`src/design/bpPkg.sv`:
```
// Shared widths, opcodes and reset constants of the fetch predictor
// Packed record types passed between the predictor units
package bpPkg;

    // Machine word and fetch PC reset value
    localparam int XLEN = 32;
    localparam logic [XLEN-1:0] PC_START = '0;

    // Branch target buffer geometry
    localparam int BTB_ENTRIES = 32;
    localparam int BTB_IDX_BITS = $clog2(BTB_ENTRIES);
    localparam int BTB_TAG_BITS = XLEN - BTB_IDX_BITS - 2;

    // History length and pattern table size
    localparam int GHR_BITS = 5;
    localparam int PHT_ENTRIES = 2 ** GHR_BITS;

    // RV32I opcodes seen by the predictor
    localparam logic [6:0] OP_BRANCH = 7'b1100011;
    localparam logic [6:0] OP_JAL = 7'b1101111;
    localparam logic [6:0] OP_JALR = 7'b1100111;

    // Branch funct3 codes
    localparam logic [2:0] F3_BEQ = 3'b000;
    localparam logic [2:0] F3_BNE = 3'b001;

    // Weakly not taken
    localparam logic [1:0] CNT_RESET = 2'b01;

    typedef logic [XLEN-1:0] pcT;
    typedef logic [XLEN-1:0] instrT;
    typedef logic [GHR_BITS-1:0] ghrT;
    typedef logic [BTB_IDX_BITS-1:0] btbIdxT;
    typedef logic [BTB_TAG_BITS-1:0] btbTagT;

    // Prediction record carried down the pipe
    typedef struct packed {
        logic valid;
        logic taken;
        pcT pc;
        ghrT phtIdx;
    } predT;

    // Execute-stage facts supplied by the rest of the core
    typedef struct packed {
        logic [6:0] op;
        logic [2:0] funct3;
        logic zero;
        pcT imm;
    } exInfoT;

    // BTB fill from execute
    typedef struct packed {
        logic we;
        btbIdxT idx;
        btbTagT tag;
        pcT target;
    } btbWriteT;

    // Counter update from execute
    typedef struct packed {
        logic we;
        logic inc;
        ghrT idx;
    } phtUpdateT;

endpackage

```
`src/design/btb.sv`:
```
// Direct-mapped branch target buffer
// Combinational lookup, one write per cycle from execute
`timescale 1ns/10ps

module btb import bpPkg::*; (
    input  logic     clk,
    input  logic     reset,
    input  pcT       lookupPc_i,
    output logic     hit_o,
    output pcT       target_o,
    input  btbWriteT write_i
);

    // Per-entry state
    logic   validQ [BTB_ENTRIES];
    btbTagT tagQ [BTB_ENTRIES];
    pcT     targetQ [BTB_ENTRIES];

    btbIdxT lookupIdx;
    btbTagT lookupTag;

    // Index from PC bits above the byte offset, tag from the rest
    assign lookupIdx = lookupPc_i[BTB_IDX_BITS+1:2];
    assign lookupTag = lookupPc_i[XLEN-1:BTB_IDX_BITS+2];

    always_comb begin
        hit_o = validQ[lookupIdx] && (tagQ[lookupIdx] == lookupTag);
        target_o = targetQ[lookupIdx];
    end

    // Valid bits
    always_ff @(posedge clk) begin
        if (reset) begin
            for (int i = 0; i < BTB_ENTRIES; i++) begin
                validQ[i] <= 1'b0;
            end
        end else if (write_i.we) begin
            validQ[write_i.idx] <= 1'b1;
        end
    end

    // Tag and target storage
    always_ff @(posedge clk) begin
        if (write_i.we) begin
            tagQ[write_i.idx] <= write_i.tag;
            targetQ[write_i.idx] <= write_i.target;
        end
    end

    // Learned targets must be word aligned, fetch never sees a half address
    targetAligned: assert property (
        @(posedge clk) disable iff (reset)
        write_i.we |-> (write_i.target[1:0] == 2'b00)
    ) else $error("BTB written with misaligned target %h", write_i.target);

endmodule

```
`src/design/globalHistory.sv`:
```
// Global history register and pattern history table
// 2-bit saturating counters indexed by the current history
`timescale 1ns/10ps

module globalHistory import bpPkg::*; (
    input  logic      clk,
    input  logic      reset,
    input  logic      shift_i,
    input  logic      shiftBit_i,
    input  logic      clear_i,
    output ghrT       phtIdx_o,
    output logic      counterHigh_o,
    input  phtUpdateT update_i
);

    ghrT ghrQ;
    ghrT ghrNext;
    logic [1:0] phtQ [PHT_ENTRIES];
    logic [1:0] oldCount;

    // History is the table index, no hashing with the PC
    assign phtIdx_o = ghrQ;
    assign counterHigh_o = phtQ[ghrQ][1];

    // Clear on mispredict wins over a fetch shift
    always_comb begin
        if (clear_i) begin
            ghrNext = '0;
        end else if (shift_i) begin
            ghrNext = {ghrQ[GHR_BITS-2:0], shiftBit_i};
        end else begin
            ghrNext = ghrQ;
        end
    end

    always_ff @(posedge clk) begin
        if (reset) begin
            ghrQ <= '0;
        end else begin
            ghrQ <= ghrNext;
        end
    end

    assign oldCount = phtQ[update_i.idx];

    // Counter update with saturation at both ends
    always_ff @(posedge clk) begin
        if (reset) begin
            for (int i = 0; i < PHT_ENTRIES; i++) begin
                phtQ[i] <= CNT_RESET;
            end
        end else if (update_i.we) begin
            if (update_i.inc && oldCount != 2'b11) begin
                phtQ[update_i.idx] <= oldCount + 2'b01;
            end else if (!update_i.inc && oldCount != 2'b00) begin
                phtQ[update_i.idx] <= oldCount - 2'b01;
            end
        end
    end

endmodule

```
`src/design/branchResolve.sv`:
```
// Fetch prediction record, decode and execute prediction slots
// Branch outcome check, mispredict redirect and predictor update commands
`timescale 1ns/10ps

module branchResolve import bpPkg::*; (
    input  logic      clk,
    input  logic      reset,
    input  instrT     instrF_i,
    input  pcT        pcF_i,
    input  logic      stallF_i,
    input  logic      stallD_i,
    input  logic      flushD_i,
    input  logic      flushE_i,
    input  logic      btbHit_i,
    input  ghrT       phtIdx_i,
    input  logic      counterHigh_i,
    input  exInfoT    exInfo_i,
    output logic      predTaken_o,
    output logic      ghrShift_o,
    output logic      mispredict_o,
    output pcT        redirectPc_o,
    output btbWriteT  btbWrite_o,
    output phtUpdateT phtUpdate_o
);

    logic isBranchF;
    logic isJumpF;
    predT fetchRec;
    predT decQ;
    predT exQ;
    logic isBranchE;
    logic isJumpE;
    logic actualTaken;
    pcT   targetE;

    // Fetch side, opcode decode of the raw instruction word
    assign isBranchF = (instrF_i[6:0] == OP_BRANCH);
    assign isJumpF = (instrF_i[6:0] == OP_JAL) || (instrF_i[6:0] == OP_JALR);

    // Jumps always taken on a hit, branches follow the counter
    assign predTaken_o = btbHit_i && (isJumpF || (isBranchF && counterHigh_i));
    assign ghrShift_o = !stallF_i && isBranchF;

    always_comb begin
        fetchRec.valid = 1'b1;
        fetchRec.taken = predTaken_o;
        fetchRec.pc = pcF_i;
        fetchRec.phtIdx = phtIdx_i;
    end

    // Decode slot
    always_ff @(posedge clk) begin
        if (reset || flushD_i) begin
            decQ.valid <= 1'b0;
        end else if (!stallD_i) begin
            decQ <= fetchRec;
        end
    end

    // Execute slot, no stall here
    always_ff @(posedge clk) begin
        if (reset || flushE_i) begin
            exQ.valid <= 1'b0;
        end else begin
            exQ <= decQ;
        end
    end

    // Outcome of the instruction in execute
    assign isBranchE = (exInfo_i.op == OP_BRANCH);
    assign isJumpE = (exInfo_i.op == OP_JAL) || (exInfo_i.op == OP_JALR);
    assign actualTaken = isBranchE &&
        ((exInfo_i.funct3 == F3_BEQ && exInfo_i.zero) ||
         (exInfo_i.funct3 == F3_BNE && !exInfo_i.zero));
    assign targetE = exQ.pc + exInfo_i.imm;

    assign mispredict_o = exQ.valid &&
        ((isBranchE && (exQ.taken != actualTaken)) || (isJumpE && !exQ.taken));

    // Predicted taken but wrong means fall through
    assign redirectPc_o = exQ.taken ? exQ.pc + 32'd4 : targetE;

    always_comb begin
        btbWrite_o.we = exQ.valid && (actualTaken || isJumpE);
        btbWrite_o.idx = exQ.pc[BTB_IDX_BITS+1:2];
        btbWrite_o.tag = exQ.pc[XLEN-1:BTB_IDX_BITS+2];
        btbWrite_o.target = targetE;
        phtUpdate_o.we = exQ.valid && isBranchE;
        phtUpdate_o.inc = actualTaken;
        phtUpdate_o.idx = exQ.phtIdx;
    end

endmodule

```
`src/design/fetchPc.sv`:
```
// Fetch program counter and next-PC selection
`timescale 1ns/10ps

module fetchPc import bpPkg::*; (
    input  logic clk,
    input  logic reset,
    input  logic stallF_i,
    input  logic predTaken_i,
    input  pcT   predTarget_i,
    input  logic mispredict_i,
    input  pcT   redirectPc_i,
    output pcT   pcF_o
);

    pcT pcQ;
    pcT pcNext;

    assign pcF_o = pcQ;

    // Redirect first, then BTB prediction, then sequential
    always_comb begin
        if (mispredict_i) begin
            pcNext = redirectPc_i;
        end else if (predTaken_i) begin
            pcNext = predTarget_i;
        end else begin
            pcNext = pcQ + 32'd4;
        end
    end

    // A redirect moves the PC even when fetch is stalled
    always_ff @(posedge clk) begin
        if (reset) begin
            pcQ <= PC_START;
        end else if (mispredict_i || !stallF_i) begin
            pcQ <= pcNext;
        end
    end

    // Targets from BTB and execute must keep fetch word aligned
    pcAligned: assert property (
        @(posedge clk) disable iff (reset)
        pcF_o[1:0] == 2'b00
    ) else $error("Fetch PC misaligned: %h", pcF_o);

endmodule

```
`src/design/bpFrontEnd.sv`:
```
// Branch prediction fetch front end
// PC, BTB, global history predictor and execute-stage resolution
`timescale 1ns/10ps

module bpFrontEnd import bpPkg::*; (
    input  logic   clk,
    input  logic   reset,
    input  instrT  instrF_i,
    input  logic   stallF_i,
    input  logic   stallD_i,
    input  logic   flushD_i,
    input  logic   flushE_i,
    input  exInfoT exInfo_i,
    output pcT     pcF_o,
    output logic   predTakenF_o,
    output logic   mispredict_o
);

    logic      btbHit;
    pcT        btbTarget;
    ghrT       phtIdx;
    logic      counterHigh;
    logic      ghrShift;
    pcT        redirectPc;
    btbWriteT  btbWrite;
    phtUpdateT phtUpdate;

    fetchPc uFetchPc (
        .clk          (clk),
        .reset        (reset),
        .stallF_i     (stallF_i),
        .predTaken_i  (predTakenF_o),
        .predTarget_i (btbTarget),
        .mispredict_i (mispredict_o),
        .redirectPc_i (redirectPc),
        .pcF_o        (pcF_o)
    );

    btb uBtb (
        .clk        (clk),
        .reset      (reset),
        .lookupPc_i (pcF_o),
        .hit_o      (btbHit),
        .target_o   (btbTarget),
        .write_i    (btbWrite)
    );

    // History shifts in the fetch prediction, clears on mispredict
    globalHistory uGlobalHistory (
        .clk           (clk),
        .reset         (reset),
        .shift_i       (ghrShift),
        .shiftBit_i    (predTakenF_o),
        .clear_i       (mispredict_o),
        .phtIdx_o      (phtIdx),
        .counterHigh_o (counterHigh),
        .update_i      (phtUpdate)
    );

    branchResolve uBranchResolve (
        .clk           (clk),
        .reset         (reset),
        .instrF_i      (instrF_i),
        .pcF_i         (pcF_o),
        .stallF_i      (stallF_i),
        .stallD_i      (stallD_i),
        .flushD_i      (flushD_i),
        .flushE_i      (flushE_i),
        .btbHit_i      (btbHit),
        .phtIdx_i      (phtIdx),
        .counterHigh_i (counterHigh),
        .exInfo_i      (exInfo_i),
        .predTaken_o   (predTakenF_o),
        .ghrShift_o    (ghrShift),
        .mispredict_o  (mispredict_o),
        .redirectPc_o  (redirectPc),
        .btbWrite_o    (btbWrite),
        .phtUpdate_o   (phtUpdate)
    );

endmodule

```
`config.mk`:
```
export PLATFORM = sky130hd
export DESIGN_NAME = bpFrontEnd
export DESIGN_NICKNAME = d
export VERILOG_FILES = /design/src/design/bpPkg.sv /design/src/design/btb.sv /design/src/design/globalHistory.sv /design/src/design/branchResolve.sv /design/src/design/fetchPc.sv /design/src/design/bpFrontEnd.sv
export SDC_FILE = /design/constraint.sdc
export NUM_CORES = 2
export LEC_CHECK = 0
export BUFFER_PORTS_ARGS = -buffer_cell sky130_fd_sc_hd__buf_2
export CAP_MARGIN = 10
export CORE_MARGIN = 1.5
export CORE_UTILIZATION = 28
export CTS_BUF_LIST = sky130_fd_sc_hd__clkbuf_8
export DETAILED_ROUTE_END_ITERATION = 8
export PLACE_DENSITY = 0.44
export REMOVE_ABC_BUFFERS = 1
export SYNTH_ARGS = -nofsm -noshare
export SYNTH_HDL_FRONTEND = slang
export SYNTH_SLANG_ARGS = --single-unit
```
`constraint.sdc`:
```
create_clock -name clk -period 5.4 [get_ports clk]
set_input_delay 0.27 -clock clk [delete_from_list [all_inputs] [get_ports clk]]
set_output_delay 0.27 -clock clk [all_outputs]
set_load 0.01 [all_outputs]
```
; ---- Word-level counts from Yosys, hierarchy flattened
; Memory sizes are Yosys's and may differ from the RTL's. A register that Yosys moved wholly into a read port is not among the register bits.
; Index checks and enable logic that the tools add are counted.
[op_classes]
n_addsub = 5
n_eq_ne = 10
n_mux = 34
n_bitwise = 3
reduce_logical = 33
[ops]
columns = op, count
row1 = $mux W32, 3
row2 = $add A32 B3 Y32 const B, 2
row3 = $mux W5, 11
row4 = $eq A7 B7 Y1 const B, 6
row5 = $add A32 B32 Y32, 1
row6 = $eq A25 B25 Y1, 1
row7 = $mux W1, 18
row8 = $logic_and A1 B1 Y1, 14
row9 = $logic_or A1 B1 Y1, 9
row10 = $logic_not A1 Y1, 4
row11 = $mux W2, 2
row12 = $reduce_or A2 Y1, 2
row13 = $eq A3 B1 Y1 const B, 1
row14 = $logic_not A3 Y1, 1
row15 = $add A2 B1 Y2 const B, 1
row16 = $ne A2 B2 Y1 const B, 1
row17 = $not A1 Y1, 2
row18 = $reduce_and A2 Y1, 1
row19 = $reduce_bool A2 Y1, 1
row20 = $sub A2 B1 Y2 const B, 1
row21 = $ne A1 B1 Y1, 1
row22 = $or A1 B1 Y1, 1
row23 = $reduce_or A1 Y1, 1
[totals]
regBits = 115
ram_bits = 1920
inputBits = 81
output_inout_bits = 34
wordCells = 99
mem_count = 4
[mem_list]
columns = memory, depth, word_bits, rd, rd_clocked_by_memory_dff, wr, line
row1 = uBtb.targetQ, 32, 32, 1, 1, 1, btb.sv:17  ; pcT targetQ [BTB_ENTRIES];
row2 = uBtb.tagQ, 32, 25, 1, 1, 1, btb.sv:16  ; btbTagT tagQ [BTB_ENTRIES];
row3 = uGlobalHistory.phtQ, 32, 2, 2, 2, 32, globalHistory.sv:18  ; logic [1:0] phtQ [PHT_ENTRIES];
row4 = uBtb.validQ, 32, 1, 1, 1, 32, btb.sv:15  ; logic validQ [BTB_ENTRIES];

; ---- Logic depth before layout (Yosys ltp)
[depth]
depth_word = 14
depth_mapped = 19
depth_no_buf = 13

; ---- Hierarchy
; From an unflattened synthesis, not the netlist that was laid out.
[unflattened]
hier_cells = 4331
hier_area_um2 = 83122.2
[modules_own_cells]
columns = mod, instances, cells_per_inst, area_each_um2, seq_area_each_um2
row1 = btb, 1, 3094, 71179.5, 55413.1
row2 = branchResolve, 1, 527, 5355.1, 2322.2
row3 = globalHistory, 1, 382, 4211.5, 2122.0
row4 = fetchPc, 1, 328, 2376.0, 640.6

; ---- Worst setup path before layout
; Ideal clock, no wire load.
[synth_timing]
path_type = register to register
from = register (tool-made name)
to = memory uGlobalHistory.phtQ[14][0], enable pin
setup_time_ns = 0.315
arrival_ns = 4.001
required_time_ns = 5.085
setup_slack_ns = 1.084
stages_incl_launch_ff = 12
n_path_buf = 4
period_less_slack_ns = 4.316
path_cell_list = dfxtp_1 -> clkbuf_1 -> buf_1 -> mux4_2 -> mux4_2 -> mux2i_1 -> nor2_1 -> a211o_1 -> clkbuf_1 -> or3b_2 -> clkbuf_1 -> o21bai_1
[synth_rtl]
columns = element, line
row1 = end: declaration, globalHistory.sv:18

==> metrics.md <==
| Metric | Value |
|---|---|
| Result of the run | complete, no violations |
| Biggest cell delay along the critical path | approximately 0.6 ns |
| Ordered list of cells on the worst path | buf_12 -> buf_4 -> buf_16 -> mux4_2 -> a22oi_1 -> nand4_1 -> xor2_1 -> or4_1 -> or4_4 -> or2_4 -> inv_2 -> buf_4 |
| Worst hold margin | 0.0892 ns |
| Congestion Overflow GR | 0 |
| HPWL reported at the end of detailed placement | around 150 mm |
| Final worst clock skew | ~0.09 ns |
| Rows | 198 |
| Power density over the cells | 342 mW/mm^2 |
| Instance count after placement with tap cells included | 8062 |
| Leakage power total | 29.9 nW |
| Dominant cell type by area after synthesis | sky130_fd_sc_hd__edfxtp_1 |
| Largest net degree at the start of global routing | 87 |
| Cell with the largest stage delay on the worst path | sky130_fd_sc_hd__or4_4 |
| Clock root buffer | sky130_fd_sc_hd__clkbuf_8 |
| Share of total power in sequential cells | a little over half |
| Synth-to-layout area growth | 17.2% |
| Most common library cells after synthesis | sky130_fd_sc_hd__edfxtp_1 (1964), sky130_fd_sc_hd__mux4_2 (522), sky130_fd_sc_hd__nor2_1 (200) |
| CTS sink cnt | about 2.1k |
| Number of slew-limit violations in the final report | 0 |
| Maximum net fanout on the critical path | 14 |
| Routed vias/inst | 4.93 |
| Unique masters post-synth | 77 |
| Most frequent cell after synthesis | sky130_fd_sc_hd__edfxtp_1 |
| Clock tree from TritonCTS | done |
| Multi-input gate area | approximately 0.021 sq mm |
| Number of filler instances in the final layout | ~28k |
| Deepest clock path buffer count | 4 |
| Insertion delay of the later-clocked pin in the worst-skew pair | about 1.1 ns |
| Switching portion of total power | 23.2% |
| Share of synthesized flip-flops with an asynchronous set or reset | 0% |
| Die span in x | between 500 and 600 microns |
| Number of setup violations in the final report | 0 |
| Yosys warns | 0 |
| Biggest area contributors in the synthesized netlist | sky130_fd_sc_hd__edfxtp_1 (72%), sky130_fd_sc_hd__mux4_2 (14%), sky130_fd_sc_hd__dfxtp_1 (2.1%), sky130_fd_sc_hd__mux2i_1 (1.8%), sky130_fd_sc_hd__nor2_1 (0.92%) |
| Wire length of the first global-routing pass | 359 mm |
| Hold Crit Class | input port to register |
| Post-synthesis average cell area | 20.2 sq um |
| Synth top area share | between 70% and 80% |
| Flip-flop and latch count after synthesis | between 2k and 2.5k |
| Tcrit/Tclk final | 97.5% |
| Initial Utilization | 28.1% |
| CP endpoint kind | output port |
| Total count of hold-check failures in the final report | 0 |
| Routed wire length | 262 mm |
| PortBufs | 89 |
| Core region area | a little under 0.3 sq mm |
| Cell occurring most often along the worst timing path | sky130_fd_sc_hd__buf_4 |
| Htree depth | 5 |
| Crit path launch type | register |
| Arr. time, crit path | 4.99 ns |
| Number of enable flip-flop cells after synthesis | 1964 |
| Count of TritonRoute iterations in the first routing pass | 5 |
| Non-filler instance count after layout | 8742 |
| Total routing resource utilization after global routing | around 18% |
| Synth Cell Area | 0.0818 sq mm |
| Cell Int Power | roughly 25 mW |
| P_sw | 7.62 mW |
| Antenna violations before repair | 11 |
| Share of power burned in the clock network | 39.7% |
| Most used flip-flop cell after synthesis | sky130_fd_sc_hd__edfxtp_1 |
| Average wire per cell in the routed design | 30.0 microns |
| Area used by sequential logic in the layout | 0.0607 sq mm |
| Die ar. | 0.295 sq mm |
| Post-synthesis instance total | 4050 |
| Headroom to the max-slew limit | 28.4% |
| Clock buffer count from CTS | 374 |
| Antenna Violating Nets Remaining | 0 |
| Combinational cell fraction of total power | between 6 and 7% |
| IR drop worst, VDD | 0.000180 V |
| Total of max-cap violations | 0 |
| Number of nets in the layout | 4688 |
| I/O pin count | about 120 |
| Worst endpoint required time | 5.13 ns |
| Fraction of the yosys area taken by sequential cells | roughly three quarters |
| Fraction of layout instances using a drive strength above 1 | 29.5% |
| Vertical die dimension | 544 microns |
| Number of violations reported at the end of detailed-routing iteration 0 | 4388 |
| Critical path start-end classification | register to output port |
| Vias in the first global route | 44.0k |
| Gpl congestion | 0.822 |
| Pin slew with the least headroom to its limit | between 1 and 1.5 ns |
| Min cycle time layout | 5.26 ns |
| Max Fclk | ~190 MHz |
| Via Count | 43.1k |
| Clock transition at the register clock pins on the worst setup and hold paths after CTS | around 0.060 ns |
| Number of remaining DRC errors | 0 |
registers in the layout, summed over array words and instances (netlist names), named ones only:
register / cells
uGlobalHistory.phtQ: 64
uFetchPc.pcF_o: 32
uBranchResolve.decQ: 39
uBtb.tagQ: 800
uGlobalHistory.phtIdx_o: 5
uBranchResolve.phtUpdate_o: 5
uBranchResolve.btbWrite_o: 30
uBranchResolve.exQ: 4
uBtb.validQ: 32
uBtb.targetQ: 1024
cell families (layout without fill, tap and decap cells):
group / count (synthesis) / after routing / synth area share [%]
AOI/OAI and AO/OA: 355 / 355 / 3.02
xor gates and xnor gates: 91 / 91 / 0.974
adders and majority gates: 37 / 37 / 0.575
buffers and inverters: 236 / 1012 / 1.30
DFF: 2050 / 2050 / 74.2
muxes: 694 / 694 / 16.5
other: 0 / 15 / 0
and+or+nand+nor: 587 / 588 / 3.44
final cells by class:
cell class | instances | area share [%]
tap | 3900 | 5.09
sequential | 2050 | 63.3
antenna | 15 | 0.0391
clock buffer | 386 | 5.54
timing repair buffer | 357 | 3.31
inverter | 22 | 0.0861
clock inverter | 247 | 1.12
multi-input combinational | 1765 | 21.5
power by group through the flow:
stage | clock network, mW | logic, mW | registers (mW)
floorplan | 0 | 1.62 | 18.3
global placement | 0 | 1.98 | 18.1
detailed placement | 0 | 2.01 | 18.1
CTS | 13.4 | 2.05 | 17.7
global route | 14.1 | 2.17 | 17.7
finish | 13.0 | 2.02 | 17.7
what timing repair did:
action                                  4_1_cts  5_1_grt
buffers inserted                             13        1
gates resized for setup                      13        2
endpoints found under the hold margin       165        2
hold buffers                                 15        1
endpoints found under the setup margin        2        2
pin swaps                                     1        2
gates cloned                                  1        0
cell usage in the layout (no fill, tap or decap), types with 9 or more instances in the layout:
master,instances
sky130_fd_sc_hd__buf_12,50
sky130_fd_sc_hd__xor2_1,39
sky130_fd_sc_hd__nor4_1,10
sky130_fd_sc_hd__inv_1,169
sky130_fd_sc_hd__a21o_1,29
sky130_fd_sc_hd__clkinv_2,23
sky130_fd_sc_hd__and3_1,17
sky130_fd_sc_hd__dfxtp_1,81
sky130_fd_sc_hd__mux4_2,522
sky130_fd_sc_hd__nand4_1,27
sky130_fd_sc_hd__or2_2,17
sky130_fd_sc_hd__mux2i_1,145
sky130_fd_sc_hd__dlygate4sd3_1,16
sky130_fd_sc_hd__buf_2,87
sky130_fd_sc_hd__a22oi_1,42
sky130_fd_sc_hd__mux2_2,26
sky130_fd_sc_hd__clkinv_1,62
sky130_fd_sc_hd__o21ai_0,40
sky130_fd_sc_hd__a21oi_1,76
sky130_fd_sc_hd__a221oi_1,21
sky130_fd_sc_hd__nor3_1,34
sky130_fd_sc_hd__nor2_4,33
sky130_fd_sc_hd__clkbuf_8,386
sky130_fd_sc_hd__nand2b_1,24
sky130_fd_sc_hd__o22ai_1,12
sky130_fd_sc_hd__xnor2_2,19
sky130_fd_sc_hd__nor2_1,165
sky130_fd_sc_hd__nand3b_1,9
sky130_fd_sc_hd__buf_4,201
sky130_fd_sc_hd__nand3_1,60
sky130_fd_sc_hd__xnor2_1,23
sky130_fd_sc_hd__a211oi_1,12
sky130_fd_sc_hd__o211ai_1,14
sky130_fd_sc_hd__a31oi_1,23
sky130_fd_sc_hd__ha_1,36
sky130_fd_sc_hd__nor2b_1,21
sky130_fd_sc_hd__o21bai_1,20
sky130_fd_sc_hd__diode_2,15
sky130_fd_sc_hd__edfxtp_1,1964
sky130_fd_sc_hd__nand2_1,122
per-stage QoR:
step	area, sq um	power (mW)	utilization [%]	setup WS [ns]	TNS [ns]
floorplan	80800	19.9	-	-13.52	-536.46
global placement	89100	20.1	30.6	-0.183	-0.183
detailed placement	89100	20.1	30.6	-0.257	-0.257
CTS	95800	33.2	32.9	0.0557	0
global route	95900	34.0	33.0	-0.000565	-0.000565
finish	95900	32.8	33.0	0.137	0
layer usage:
metal,global-route usage (%),up-vias,share of wire [%]
li1,-,17900,-
met1,23.6,23400,44
met2,29.2,1356,49
met3,2.54,440,4.6
met4,5.39,2,3.0
met5,0,-,0.0038
worst paths after layout:
check	to	from	slack (ns)	cells after the start
setup / recovery	predTakenF_o	register	0.14	12
hold / removal	uBtb.targetQ[11][25]	exInfo_i[25]	0.09	4
setup reg to reg	uFetchPc.pcF_o[18]	register	0.36	16
hold reg to reg	uBranchResolve.btbWrite_o[54]	uBranchResolve.decQ[34]	0.40	0
worst max-delay path: cells and delay by family (launching register included):
kind	cells	cell delay, ns
flops	1	0.38
compound gates	1	0.38
simple gates	4	1.61
xor+xnor	1	0.25
buf+inv	5	0.80
mux	1	0.50
No activity file was read; power rests on OpenSTA's default activity.
